$ cat src/hdl/line_adapter_pkg.sv
`default_nettype none

package line_adapter_pkg;

    // ------------------------------------------------------------------------
    // Line and beat geometry
    // ------------------------------------------------------------------------

    // Cache line as one word
    localparam int LINE_BITS = 256;

    // Memory beat
    localparam int BEAT_BITS = 64;

    // Beats that make up one line
    localparam int BEATS_PER_LINE = LINE_BITS / BEAT_BITS;

    // Byte offset inside a line that memory addresses clear
    localparam int LINE_OFFSET_BITS = 5;

    // ------------------------------------------------------------------------
    // Line word
    // ------------------------------------------------------------------------

    // Same 256 bits seen flat or as beats
    // Beat 0 sits in bits 63:0 and beat 3 in bits 255:192
    typedef union packed {
        logic [LINE_BITS-1:0]                     flat;
        logic [BEATS_PER_LINE-1:0][BEAT_BITS-1:0] beat;
    } line_t;

endpackage

`default_nettype wire

$ cat src/hdl/burst_assembler.sv
`timescale 1ns/1ps
`default_nettype none

module burst_assembler (
    input  logic                                 clk,
    input  logic                                 rst,

    // Arm for a new line
    input  logic                                 rd_start,

    // Read beats from memory
    input  logic                                 mem_rvalid,
    input  logic [line_adapter_pkg::BEAT_BITS-1:0] mem_rdata,

    // Completed line
    output logic                                 rd_done,
    output line_adapter_pkg::line_t              rd_line
);
    import line_adapter_pkg::*;

    localparam int CNT_W = $clog2(BEATS_PER_LINE);
    localparam logic [CNT_W-1:0] LAST_BEAT = CNT_W'(BEATS_PER_LINE - 1);

    logic             pending;   // Read issued and beats still due
    logic [CNT_W-1:0] beat_cnt;
    line_t            acc;
    line_t            acc_next;
    logic             take_beat;
    logic             last_beat;

    assign take_beat = pending & mem_rvalid;
    assign last_beat = take_beat & (beat_cnt == LAST_BEAT);

    // Drop the incoming beat into its slot
    always_comb begin
        acc_next = acc;
        acc_next.beat[beat_cnt] = mem_rdata;
    end

    // ------------------------------------------------------------------------
    // Control
    // ------------------------------------------------------------------------

    always_ff @(posedge clk) begin
        if (rst) begin
            pending  <= 1'b0;
            beat_cnt <= '0;
            rd_done  <= 1'b0;
        end else begin
            rd_done <= last_beat;
            if (rd_start) begin
                pending  <= 1'b1;
                beat_cnt <= '0;
            end else if (take_beat) begin
                beat_cnt <= beat_cnt + 1'b1;  // Wraps to 0 after the last beat
                if (last_beat) begin
                    pending <= 1'b0;
                end
            end
        end
    end

    // ------------------------------------------------------------------------
    // Line data
    // ------------------------------------------------------------------------

    always_ff @(posedge clk) begin
        if (take_beat) begin
            acc <= acc_next;
        end
        if (last_beat) begin
            rd_line <= acc_next;  // Complete line including beat 3
        end
    end

endmodule

`default_nettype wire

$ cat src/hdl/burst_serializer.sv
`timescale 1ns/1ps
`default_nettype none

module burst_serializer (
    input  logic                                 clk,
    input  logic                                 rst,

    // Line to send
    input  logic                                 wr_start,
    input  line_adapter_pkg::line_t              wr_line,

    // Beat stream towards memory
    output logic                                 beat_valid,
    output logic [line_adapter_pkg::BEAT_BITS-1:0] beat_data,
    input  logic                                 beat_ready,

    // All beats taken
    output logic                                 wr_done
);
    import line_adapter_pkg::*;

    localparam int CNT_W = $clog2(BEATS_PER_LINE);
    localparam logic [CNT_W-1:0] LAST_BEAT = CNT_W'(BEATS_PER_LINE - 1);

    line_t            line_q;
    logic [CNT_W-1:0] beat_idx;
    logic             beat_taken;
    logic             last_taken;

    assign beat_taken = beat_valid & beat_ready;
    assign last_taken = beat_taken & (beat_idx == LAST_BEAT);

    // Current beat held until taken
    assign beat_data = line_q.beat[beat_idx];

    // ------------------------------------------------------------------------
    // Beat sequencing
    // ------------------------------------------------------------------------

    always_ff @(posedge clk) begin
        if (rst) begin
            beat_valid <= 1'b0;
            beat_idx   <= '0;
            wr_done    <= 1'b0;
        end else begin
            wr_done <= last_taken;
            if (wr_start) begin
                beat_valid <= 1'b1;
                beat_idx   <= '0;
            end else if (beat_taken) begin
                if (last_taken) begin
                    beat_valid <= 1'b0;
                    beat_idx   <= '0;
                end else begin
                    beat_idx <= beat_idx + 1'b1;
                end
            end
        end
    end

    // ------------------------------------------------------------------------
    // Line capture
    // ------------------------------------------------------------------------

    always_ff @(posedge clk) begin
        if (wr_start) begin
            line_q <= wr_line;
        end
    end

endmodule

`default_nettype wire

$ cat src/hdl/line_resp_merge.sv
`timescale 1ns/1ps
`default_nettype none

module line_resp_merge #(
    parameter int ADDR_W = 32
) (
    input  logic                                 clk,
    input  logic                                 rst,

    // Cache side
    input  logic                                 req_valid,
    input  logic                                 req_write,
    input  logic [ADDR_W-1:0]                    req_addr,
    input  line_adapter_pkg::line_t              req_wdata,
    output logic                                 req_ready,
    output logic                                 resp_valid,
    output line_adapter_pkg::line_t              resp_rdata,

    // Read path
    output logic                                 rd_start,
    input  logic                                 rd_done,
    input  line_adapter_pkg::line_t              rd_line,

    // Write path
    output logic                                 wr_start,
    output line_adapter_pkg::line_t              wr_line,
    input  logic                                 beat_valid,
    input  logic [line_adapter_pkg::BEAT_BITS-1:0] beat_data,
    output logic                                 beat_ready,
    input  logic                                 wr_done,

    // Memory side
    input  logic                                 mem_ready,
    output logic                                 mem_read,
    output logic                                 mem_write,
    output logic [ADDR_W-1:0]                    mem_addr,
    output logic [line_adapter_pkg::BEAT_BITS-1:0] mem_wdata
);
    import line_adapter_pkg::*;

    localparam logic [1:0] ST_IDLE  = 2'd0;
    localparam logic [1:0] ST_READ  = 2'd1;
    localparam logic [1:0] ST_WRITE = 2'd2;

    logic [1:0]        state;
    logic              rd_cmd;   // Read command waiting for memory
    logic [ADDR_W-1:0] addr_q;
    logic              accept;
    logic              done;

    assign done      = rd_done | wr_done;
    assign req_ready = (state == ST_IDLE) | done;  // Free again in the response cycle
    assign accept    = req_valid & req_ready;

    assign rd_start = accept & ~req_write;
    assign wr_start = accept & req_write;
    assign wr_line  = req_wdata;  // Serializer grabs it on the accepting edge

    // ------------------------------------------------------------------------
    // Request tracking
    // ------------------------------------------------------------------------

    always_ff @(posedge clk) begin
        if (rst) begin
            state  <= ST_IDLE;
            rd_cmd <= 1'b0;
        end else begin
            if (accept) begin
                state <= req_write ? ST_WRITE : ST_READ;
            end else if (done) begin
                state <= ST_IDLE;
            end
            if (rd_start) begin
                rd_cmd <= 1'b1;
            end else if (rd_cmd && mem_ready) begin
                rd_cmd <= 1'b0;
            end
        end
    end

    // Line aligned address
    always_ff @(posedge clk) begin
        if (accept) begin
            addr_q <= {req_addr[ADDR_W-1:LINE_OFFSET_BITS], {LINE_OFFSET_BITS{1'b0}}};
        end
    end

    // ------------------------------------------------------------------------
    // Memory steering and response
    // ------------------------------------------------------------------------

    assign mem_read   = rd_cmd;
    assign mem_addr   = addr_q;
    assign mem_write  = (state == ST_WRITE) & beat_valid;
    assign mem_wdata  = beat_data;
    assign beat_ready = (state == ST_WRITE) & mem_ready;

    assign resp_valid = done;     // Both done pulses come straight from flops
    assign resp_rdata = rd_line;  // Don't care on writes

endmodule

`default_nettype wire

$ cat src/hdl/line_adapter.sv
`timescale 1ns/1ps
`default_nettype none

module line_adapter #(
    parameter int ADDR_W = 32
) (
    input  logic                                 clk,
    input  logic                                 rst,

    // Cache side
    input  logic                                 req_valid,
    output logic                                 req_ready,
    input  logic                                 req_write,
    input  logic [ADDR_W-1:0]                    req_addr,
    input  line_adapter_pkg::line_t              req_wdata,
    output logic                                 resp_valid,
    output line_adapter_pkg::line_t              resp_rdata,

    // Burst memory side
    output logic                                 mem_read,
    output logic                                 mem_write,
    output logic [ADDR_W-1:0]                    mem_addr,
    output logic [line_adapter_pkg::BEAT_BITS-1:0] mem_wdata,
    input  logic                                 mem_ready,
    input  logic                                 mem_rvalid,
    input  logic [line_adapter_pkg::BEAT_BITS-1:0] mem_rdata
);
    import line_adapter_pkg::*;

    logic                 rd_start;
    logic                 rd_done;
    line_t                rd_line;
    logic                 wr_start;
    line_t                wr_line;
    logic                 beat_valid;
    logic                 beat_ready;
    logic [BEAT_BITS-1:0] beat_data;
    logic                 wr_done;

    // ------------------------------------------------------------------------
    // Read path
    // ------------------------------------------------------------------------

    burst_assembler i_assembler (
        .clk        (clk),
        .rst        (rst),
        .rd_start   (rd_start),
        .mem_rvalid (mem_rvalid),
        .mem_rdata  (mem_rdata),
        .rd_done    (rd_done),
        .rd_line    (rd_line)
    );

    // ------------------------------------------------------------------------
    // Write path
    // ------------------------------------------------------------------------

    burst_serializer i_serializer (
        .clk        (clk),
        .rst        (rst),
        .wr_start   (wr_start),
        .wr_line    (wr_line),
        .beat_valid (beat_valid),
        .beat_data  (beat_data),
        .beat_ready (beat_ready),
        .wr_done    (wr_done)
    );

    // ------------------------------------------------------------------------
    // Control and response
    // ------------------------------------------------------------------------

    line_resp_merge #(
        .ADDR_W (ADDR_W)
    ) i_merge (
        .clk        (clk),
        .rst        (rst),
        .req_valid  (req_valid),
        .req_write  (req_write),
        .req_addr   (req_addr),
        .req_wdata  (req_wdata),
        .req_ready  (req_ready),
        .resp_valid (resp_valid),
        .resp_rdata (resp_rdata),
        .rd_start   (rd_start),
        .rd_done    (rd_done),
        .rd_line    (rd_line),
        .wr_start   (wr_start),
        .wr_line    (wr_line),
        .beat_valid (beat_valid),
        .beat_data  (beat_data),
        .beat_ready (beat_ready),
        .wr_done    (wr_done),
        .mem_ready  (mem_ready),
        .mem_read   (mem_read),
        .mem_write  (mem_write),
        .mem_addr   (mem_addr),
        .mem_wdata  (mem_wdata)
    );

endmodule

`default_nettype wire

$ cat config.mk
export PLATFORM = sky130hd
export DESIGN_NAME = line_adapter
export DESIGN_NICKNAME = d
export VERILOG_FILES = /design/src/hdl/line_adapter_pkg.sv /design/src/hdl/burst_assembler.sv /design/src/hdl/burst_serializer.sv /design/src/hdl/line_resp_merge.sv /design/src/hdl/line_adapter.sv
export SDC_FILE = /design/constraint.sdc
export NUM_CORES = 1
export LEC_CHECK = 0
export BUFFER_PORTS_ARGS = -buffer_cell sky130_fd_sc_hd__buf_4
export CAP_MARGIN = 10
export CORE_AREA = 2 2 281 283
export CTS_CLUSTER_DIAMETER = 150
export CTS_CLUSTER_SIZE = 20
export DETAILED_ROUTE_END_ITERATION = 10
export DIE_AREA = 0 0 283 285
export PLACE_DENSITY = 0.59
export SETUP_SLACK_MARGIN = 0.4
export SLEW_MARGIN = 20
export SYNTH_ARGS = -nofsm -noshare
export SYNTH_HDL_FRONTEND = slang
export SYNTH_SLANG_ARGS = --single-unit
export TNS_END_PERCENT = 100
$ cat constraint.sdc
create_clock -name clk -period 21.1 [get_ports clk]
set_clock_uncertainty 0.15 [all_clocks]
set_input_delay 2.11 -clock clk [delete_from_list [all_inputs] [get_ports clk]]
set_output_delay 2.11 -clock clk [all_outputs]
set_load 0.1 [all_outputs]
# Word level (Yosys, flattened, before mapping)
# Cells that the tools add are included.
[totals] output_inout_bits=356 regBits=806
[op_classes] mux=17 n_eq_ne=3 order_cmp=3 n_reduce_logical=13 bitwise_logic=12 add_sub_neg=2
[ops] cell="bitwise mux 256 bit" count=1
[ops] cell="binary-select mux 64 bit (select 2 bit)" count=1
[ops] cell="demux 64 bit (select 2 bit)" count=1
[ops] cell="two-way mux 64 bit" count=2
[ops] cell="nonzero test 2 bit" count=6
[ops] cell="bitwise AND 1 bit" count=9
[ops] cell="two-way mux 1 bit" count=8
[ops] cell="two-way mux 2 bit" count=4
[ops] cell="== test 2 bit (second input constant)" count=3
[ops] cell="less-than comparator 2 x 3 -> 1 bit (second input constant)" count=2
[ops] cell="adder 2 x 1 -> 2 bit (second input constant)" count=2
[ops] cell="AND reduction 2 bit" count=2
[ops] cell="OR reduction 2 bit" count=2
[ops] cell=">= comparator 2 x 1 -> 1 bit (second input constant)" count=1
[ops] cell="logical AND 1 bit" count=2
[ops] cell="logical NOT 2 bit" count=1
[ops] cell="bitwise OR 1 bit" count=2
[ops] cell="inverter 1 bit" count=1

# Depth between registers and ports, before layout
# Gate-level depths: netlist (run 1).
[depth] ltp_word=7 mapped_depth=6 mapped_depth_nobuf=4

# Hierarchy
# Synthesis (run 1) repeated with hierarchy kept, for this count alone.
[unflattened] cells_unflattened=1797 hier_area_um2=33686.1
[modules_own_cells] mod="burst_assembler" area_per_inst_um2=18929.4 instances=1 cells_per_inst=818 seq_area_each_um2=15454.8
[modules_own_cells] mod="burst_serializer" area_per_inst_um2=9406.5 instances=1 cells_per_inst=349 seq_area_each_um2=7767.4
[modules_own_cells] mod="line_resp_merge" area_per_inst_um2=5350.1 instances=1 cells_per_inst=630 seq_area_each_um2=870.8

# Least setup slack after synthesis (run 1)
# OpenSTA, ideal clock, no wires.
[synth_path] path_kind="input-to-reg" from="input port mem_rvalid" to="register i_assembler.rd_line[0] (netlist name) (enable)" arrival_ns=8.002 path_slack_ns=12.296 path_buffers=0 t_required_ns=20.299 setup_ns=0.651 cell_stages=1 cell_sequence="and3_1"
[synth_via] elab_chain_cells=2
[synth_lines] item="start, declared" line_no="line_adapter.sv:25" text="input logic mem_rvalid,"
[synth_lines] item="bitwise AND 1 bit" line_no="burst_assembler.sv:31" text="assign take_beat = pending & mem_rvalid;"
[synth_lines] item="bitwise AND 1 bit" line_no="burst_assembler.sv:32" text="assign last_beat = take_beat & (beat_cnt == LAST_BEAT);"
[synth_lines] item="end signal, assigned" line_no="burst_assembler.sv:72" text="rd_line <= acc_next;"
[synth_lines] item="end, declared" line_no="burst_assembler.sv:17" text="output line_adapter_pkg::line_t rd_line"
# Every way passes these cells.
# A chain may end at the register's enable or synchronous reset.

# Worst setup path after layout (run 1)
[layout_path] from="register i_serializer.beat_idx[0]" to="output port mem_wdata[12] (netlist name)"
[layout_via] elab_chain_cells=2
[layout_lines] item="start, declared" line_no="burst_serializer.sv:26" text="logic [CNT_W-1:0] beat_idx;"
[layout_lines] item="start signal, assigned" line_no="burst_serializer.sv:55" text="beat_idx <= beat_idx + 1'b1;"
[layout_lines] item="binary-select mux 64 bit (select 2 bit)" line_no="burst_serializer.sv:34" text="assign beat_data = line_q.beat[beat_idx];"
[layout_lines] item="two-way mux 64 bit (implied by the code)" line_no="burst_serializer.sv:34"
[layout_lines] item="end, declared" line_no="line_adapter.sv:23" text="output logic [line_adapter_pkg::BEAT_BITS-1:0] mem_wdata,"
# Every way passes these cells. The select of a mux whose other input is x is not followed.

==> results of run 1 <==
[routing by layer]
metal  wire length, um  global-route usage, %  part of all wire [%]
met5                46                      0                 0.067
met4              1912                  5.066                   2.8
met3              6425                  6.088                   9.4
met2             35050                  28.44                    51
met1             25260                  19.31                    37
[synthesized netlist by cell type (all sizes together) (2+ instances only)]
master / count / area [um^2]
clkbuf: 2 / 7.510
o311ai: 2 / 25.03
mux2i: 2 / 20.02
mux4: 64 / 1441
inv: 6 / 22.52
nand2: 7 / 26.28
edfxtp: 795 / 23870
nor2: 2 / 7.510
ha: 5 / 62.56
nand4b: 2 / 17.52
a21oi: 5 / 25.02
mux2: 256 / 2883
dfxtp: 11 / 220.2
nor3: 3 / 15.01
buf: 46 / 262.8
[worst max-delay path by stage]
stage | start | endpoint | depth (start not counted)
finish | i_serializer.beat_idx[0] | mem_wdata[12] | 3
global route | i_serializer.beat_idx[0] | mem_wdata[9] | 3
CTS | i_serializer.beat_idx[0] | mem_wdata[9] | 3
detailed placement | mem_rvalid | i_assembler.acc[253] | 5
global placement | mem_rvalid | i_assembler.acc[253] | 5
floorplan | mem_rvalid | i_assembler.rd_line[0] | 1
[worst max-delay path, delay by kind of cell, from the launching register on]
family   cells  cell delay (ps)
mux          1              640
buf+inv      2              940
flops        1              780
[power breakdown]
group,switching [mW],internal [mW]
Sequential,0.0120,1.81
Clock,0.492,0.406
Combinational,0.144,0.0834
Total,0.648,2.30
[metrics by stage]
stage	power (mW)	instances	utilization, %	cell area [um^2]
after floorplan	1.999	1224	-	29010
after global placement	2.081	2942	45.54	35510
after detailed placement	2.087	2942	45.54	35510
after CTS	2.986	3009	47.17	36780
after global routing	3.049	3012	47.19	36790
final	2.945	3014	47.19	36800
[registers in the layout, summed over array words and instances, names as in the netlist]
| register | count |
|---|---|
| i_serializer.line_q | 256 |
| i_merge.mem_read | 1 |
| i_merge.state | 2 |
| i_assembler.acc | 256 |
| i_assembler.beat_cnt | 2 |
| i_assembler.rd_done | 1 |
| i_assembler.rd_line | 256 |
| i_serializer.wr_done | 1 |
| i_serializer.beat_valid | 1 |
| i_serializer.beat_idx | 2 |
| i_merge.mem_addr | 27 |
| i_assembler.pending | 1 |
[kinds of logic after synthesis]
| family | count (synthesis) | share of synthesized area [%] |
|---|---|---|
| other cells | 1 | 0.01293 |
| compound gates | 10 | 0.2675 |
| simple gates | 21 | 0.3928 |
| mux | 322 | 14.98 |
| xor+xnor | 1 | 0.03021 |
| buf+inv | 54 | 1.010 |
| fa+ha+maj | 5 | 0.2157 |
| flops | 806 | 83.09 |
[area by class of cell]
cell class	count	share of cell area [%]
diodes	5	0.03400
clock buffers	64	3.312
clock inverters	3	0.1428
inverters	6	0.1020
multi-input cells	364	12.72
flip-flops and latches	806	65.50
well taps	1050	3.570
repair buffers	716	14.62
==> run summary, run 1 <==
The placer congestion estimate is 0.7938. The clock network latency to the later pin of the worst-skew pair is 600 ps. The pin count of the biggest net entering global routing came out at 133.

The initial core utilization is 37.19%. The post-synthesis instance area is 29000 um^2. The wire length after detailed routing is 68690 um. Across the whole layout, storage elements account for 24100 um^2.

After synthesis, flip-flops and latches occupy 83.09% of the total area. The post-route clock period utilization is 25.21%. The origin of the worst min-delay path is i_assembler.pending. The post-detailed-route wirelength per cell came out at 22.79 um.

The kind of start point of the critical path is a flop. The global-route wire length before repair is 99640 um. The number of buffers between clock root and the deepest sink is 3. The synthesized design contains 806 register bits. The share of synthesized registers carrying an async set or reset came out at 0%. In this run, synthesis inferred 795 flip-flops with an integrated enable.

At the pin with the least slew margin, the transition time is 1069 ps. Relative to the synthesized area, the layout overhead comes to 26.90%. For this run, the slowest stage of the critical path takes 780 ps. Among all flip-flop cells after synthesis, the most frequent one is sky130_fd_sc_hd__edfxtp_1. The library cell used most frequently in the layout, excluding fill and tap cells, is sky130_fd_sc_hd__edfxtp_1.

The final layout net count came out at 2303. The internal reg-to-reg setup slack is 17280 ps. The setup path with the least slack is of type flop to output port. The initial antenna violation count came out at 10. Of all nets on the critical path, the largest fanout is 35. The path with the worst hold slack has its endpoint at i_assembler.pending. For this run, the total global-route usage over all layers was measured as 16.54%. A synthesized cell averages 23.77 um^2. The width of the die came out at 283 um. The count of vias placed by the detailed router came out at 14310. On the critical path, the stage with the largest delay is an instance of sky130_fd_sc_hd__dfxtp_4.

The number of gates given a new drive strength after cts came out at 0. The arrival time reported for the critical path endpoint is 3060 ps. The post-layout worst setup margin is 15780 ps. The tightest hold margin is 327.9 ps.

The number of global-route vias before repair came out at 14990. The count of input and output buffers is 703. The fraction of layout cells with a size suffix above 1 is 56.00%. The hold buffer count at cts is 0. The y dimension of the die is 285 um. In this run the clock root is driven by a sky130_fd_sc_hd__clkbuf_16.

The clock period minus worst slack is 5319 ps. The critical path goes through buf_4 > mux4_2 > buf_4. The multi-input combinational cells in the finished layout cover a total of 4682 um^2.

The critical path required time came out at 18840 ps. The count of unresolved DRC violations after routing came out at 0. The number of max-slew violations in the final report is 0. The number of instances in the synthesized netlist is 1220. The count of clock tree sinks came out at 806. The number of warning messages in the yosys log is 0. Clock tree synthesis inserted a total of 46 buffers. The total count of hold-check failures in the final report came out at 0. Summed over all layers, the global routing overflow is 0. The setup slack after placement came out at 15610 ps.

TritonCTS built the clock tree. The cell depth of the worst min-delay path came out at 2. The CTS H-tree depth is 2. The full die area is 80660 um^2. Counting stages on the worst path, the most repeated cell is sky130_fd_sc_hd__buf_4. Clock-pin slew was measured on the worst setup and hold paths at 80 ps. The setup TNS is 0 ps. The buffers inserted during post-CTS setup optimization came out at 0.

The analysis attributes to cell leakage a power of 12.85 nW. The maximum VDD drop is 85.89 uV. The endpoint identified for the worst register-to-register timing path is i_assembler.rd_line[221]. In this run the tightest slew margin relative to its limit is 28.73%. Leaving out fill and tap cells, the most frequent cells in the layout are sky130_fd_sc_hd__edfxtp_1 (795), sky130_fd_sc_hd__buf_4 (715), sky130_fd_sc_hd__mux2_2 (256), sky130_fd_sc_hd__mux4_2 (64), sky130_fd_sc_hd__clkbuf_16 (46). After detailed routing, the number of vias per cell comes to 4.749. The startpoint identified for the worst register-to-register timing path is i_assembler.beat_cnt[0]. Setup repair after global routing left no endpoint under its margin. The total iterations of the first detailed-routing run is 5. The floorplan row count came out at 103. The top-level port count is 714. The filler cell count is 6514. Once detail routing completed, the nets flagged for antenna violations numbered 0. The tightest min-delay check is of the flop to flop type. The count of max-cap constraint violations came out at 0.

The depth of the worst register-to-register path is 4. The initial detailed-routing violation count is 989. Setup violations remaining at the end of the flow were counted as 0.

The HPWL after detailed placement is 48480 um. STA classifies the critical path endpoint as an output port. The run finished with clean final reports. In this run the power density over the cells is 80.03 nW/um^2. Based on the critical path, the design can be clocked at up to 188.0 MHz. The floorplan step defined a core boundary enclosing 77970 um^2.

The count of cell types in the netlist came out at 30.
Note: power is estimated with default switching activity, not from simulation.
==> run 2, diff against run 1 <==
PLACE_DENSITY = 0.62   (was 0.59)
clock period = 4.4 ns   (was 21.1 ns; I/O delays follow)
==> run summary, run 2 (synthesis gave the netlist of run 1 again) <==
The number of global-route vias before repair was 17220. The width of the die came out at 283 um. Clock-pin slew was measured on the worst setup and hold paths at 80 ps.

The pin count of the biggest net entering global routing came out at 190. Global routing used 17.52% of the available tracks across all layers. The filler cell count came out at 6085. The initial antenna violation count was 5.

In this design, the largest share of critical-path delay is due to flip-flops. At the end of the flow, the number of nets in the layout was 2621. The tightest hold margin came out at 43.50 ps. The floorplan row count is 103. The CTS H-tree depth came out at 2. For the worst-skew pair, the clock arrives at the later sink with an insertion delay of 600 ps.

The final-report setup violation count came out at 0. The launching instance or port of the critical path is i_serializer.beat_idx[0]. The initial detailed-routing violation count is 884. The first global-routing pass estimated 107400 um of wire. TritonCTS built the clock tree. The clock drives 806 sinks. The fraction of layout cells with a size suffix above 1 came out at 48.57%. During placement, the flow inserted port buffers numbering 703. Cells fill 51.40% of the core in the end. The achievable frequency is 295.3 MHz. For this run the aggregate overflow at the end of global routing stands at 0. The top-level port count is 714.

The total core area is 77970 um^2. The setup slack after placement came out at 1348 ps. The slew at the pin with the worst max-slew slack came out at 1187 ps.

The category of the critical setup timing path is flop to output port. The slowest cell on the critical path is sky130_fd_sc_hd__dfxtp_4. The number of buffers between clock root and the deepest sink is 3. The number of non-filler instances in the completed layout came out at 3335. STA puts the critical path data required time at 3810 ps. The total iterations of the first detailed-routing run is 4. The number of placed instances, taps included is 2948.

The delay of the slowest cell on the worst path came out at 970 ps. The maximum fanout encountered on the critical timing path came out at 44. The count of unresolved DRC violations after routing came out at 0. The clock period minus worst slack came out at 3387 ps.

The count of vias placed by the detailed router is 15780. The instance area at placement is 35650 um^2. VDD sags by at most 314.4 uV. The placer congestion estimate came out at 0.8510. The post-layout worst setup margin is 1013 ps.

The arrival time reported for the critical path endpoint is 2800 ps. Setup repair after global routing left no endpoint under its margin. The path type of the worst min-delay path is input pin to flop. Headroom to the max-slew limit came out at 20.89%. In the final layout, the registers with the most flip-flops are i_assembler.acc (256), i_assembler.rd_line (256), i_serializer.line_q (256). The run finished with clean final reports. After detailed routing, the number of vias per cell comes to 4.731.

The wire length after detailed routing is 73000 um. The setup TNS is 0 ps. The finished cells cover 40080 um^2. Summed over all nets, the half-perimeter wirelength after detailed placement is 48630 um.

The post-route clock period utilization came out at 76.97%. In this run the most critical hold path is launched from mem_rdata[40]. The number of max-slew violations in the final report is 0. The y dimension of the die came out at 285 um. The initial core utilization is 37.19%. The leakage component of the power is 14.20 nW. The worst setup path is launched from a flop. The buffers plus inverters on the worst setup path came out at 2. The total power is 14.44 mW.

The count of max-cap constraint violations came out at 0. The post-detailed-route wirelength per cell is 21.89 um. The total count of hold-check failures in the final report came out at 0.

The worst flop-to-flop path startpoint is i_merge.state[1]. The tree is rooted in a sky130_fd_sc_hd__clkbuf_16. The antenna violation net count after detailed routing is 0. Relative to the synthesized area, the layout overhead comes to 38.21%. The critical path goes through buf_12 > mux4_2 > buf_4.

After clock tree synthesis, the repair step resized 0 gates. The die covers 80660 um^2. The internal reg-to-reg setup slack came out at 1500 ps. The worst setup path is captured at an output port. The top cell types in the final layout, fill and taps aside, are sky130_fd_sc_hd__edfxtp_1 (795), sky130_fd_sc_hd__buf_4 (717), sky130_fd_sc_hd__dlygate4sd3_1 (312), sky130_fd_sc_hd__mux2_2 (256), sky130_fd_sc_hd__mux4_2 (64).

The library cell used most frequently in the layout, excluding fill and tap cells, is sky130_fd_sc_hd__edfxtp_1. The clock buffer count from CTS is 46. Power spread over the standard cell area amounts to 360.2 nW/um^2.
[run 2: layer usage]
layer	wire length [um]	vias up	track usage, %
li1	-	7027	-
met1	27570	8016	20.27
met2	37390	609	30.98
met3	5031	124	4.632
met4	3000	2	7.035
met5	13	-	0
[run 2: path summary, 6_finish.rpt]
path / endpoint / depth (start not counted)
setup / recovery: mem_wdata[10] / 3
hold / removal: i_assembler.rd_line[40] / 2
setup reg to reg: i_serializer.line_q[240] / 5
hold reg to reg: i_serializer.beat_valid / 2
[run 2: timing repair]
item | 4_1_cts | 5_1_grt
setup buffers | 0 | 0
hold buffers | 312 | 0
hold endpoints to repair | 407 | 0
endpoints found under the setup margin | 0 | 0
[run 2: final cells by class]
type | instances | area, um^2 | area share [%]
clock buffers | 66 | 1247 | 3.113
well taps | 1050 | 1314 | 3.278
multi-input cells | 364 | 4715 | 11.76
repair buffers | 1034 | 8606 | 21.47
diodes | 6 | 15.01 | 0.03746
clock inverters | 3 | 45.04 | 0.1124
flip-flops and latches | 806 | 24110 | 60.15
inverters | 6 | 30.03 | 0.07493
[run 2: power breakdown]
group	total [mW]	internal (mW)	switching [mW]
clock	4.36	1.99	2.37
combinational	1.35	0.587	0.763
sequential	8.73	8.67	0.0606
[run 2: worst reg2reg max path, stage by stage, from the launching register on]
cell,delay (ps)
sky130_fd_sc_hd__dfxtp_4,370
sky130_fd_sc_hd__nor2_4,150
sky130_fd_sc_hd__o311ai_4,130
sky130_fd_sc_hd__clkinvlp_4,110
sky130_fd_sc_hd__buf_12,470
sky130_fd_sc_hd__buf_4,1090
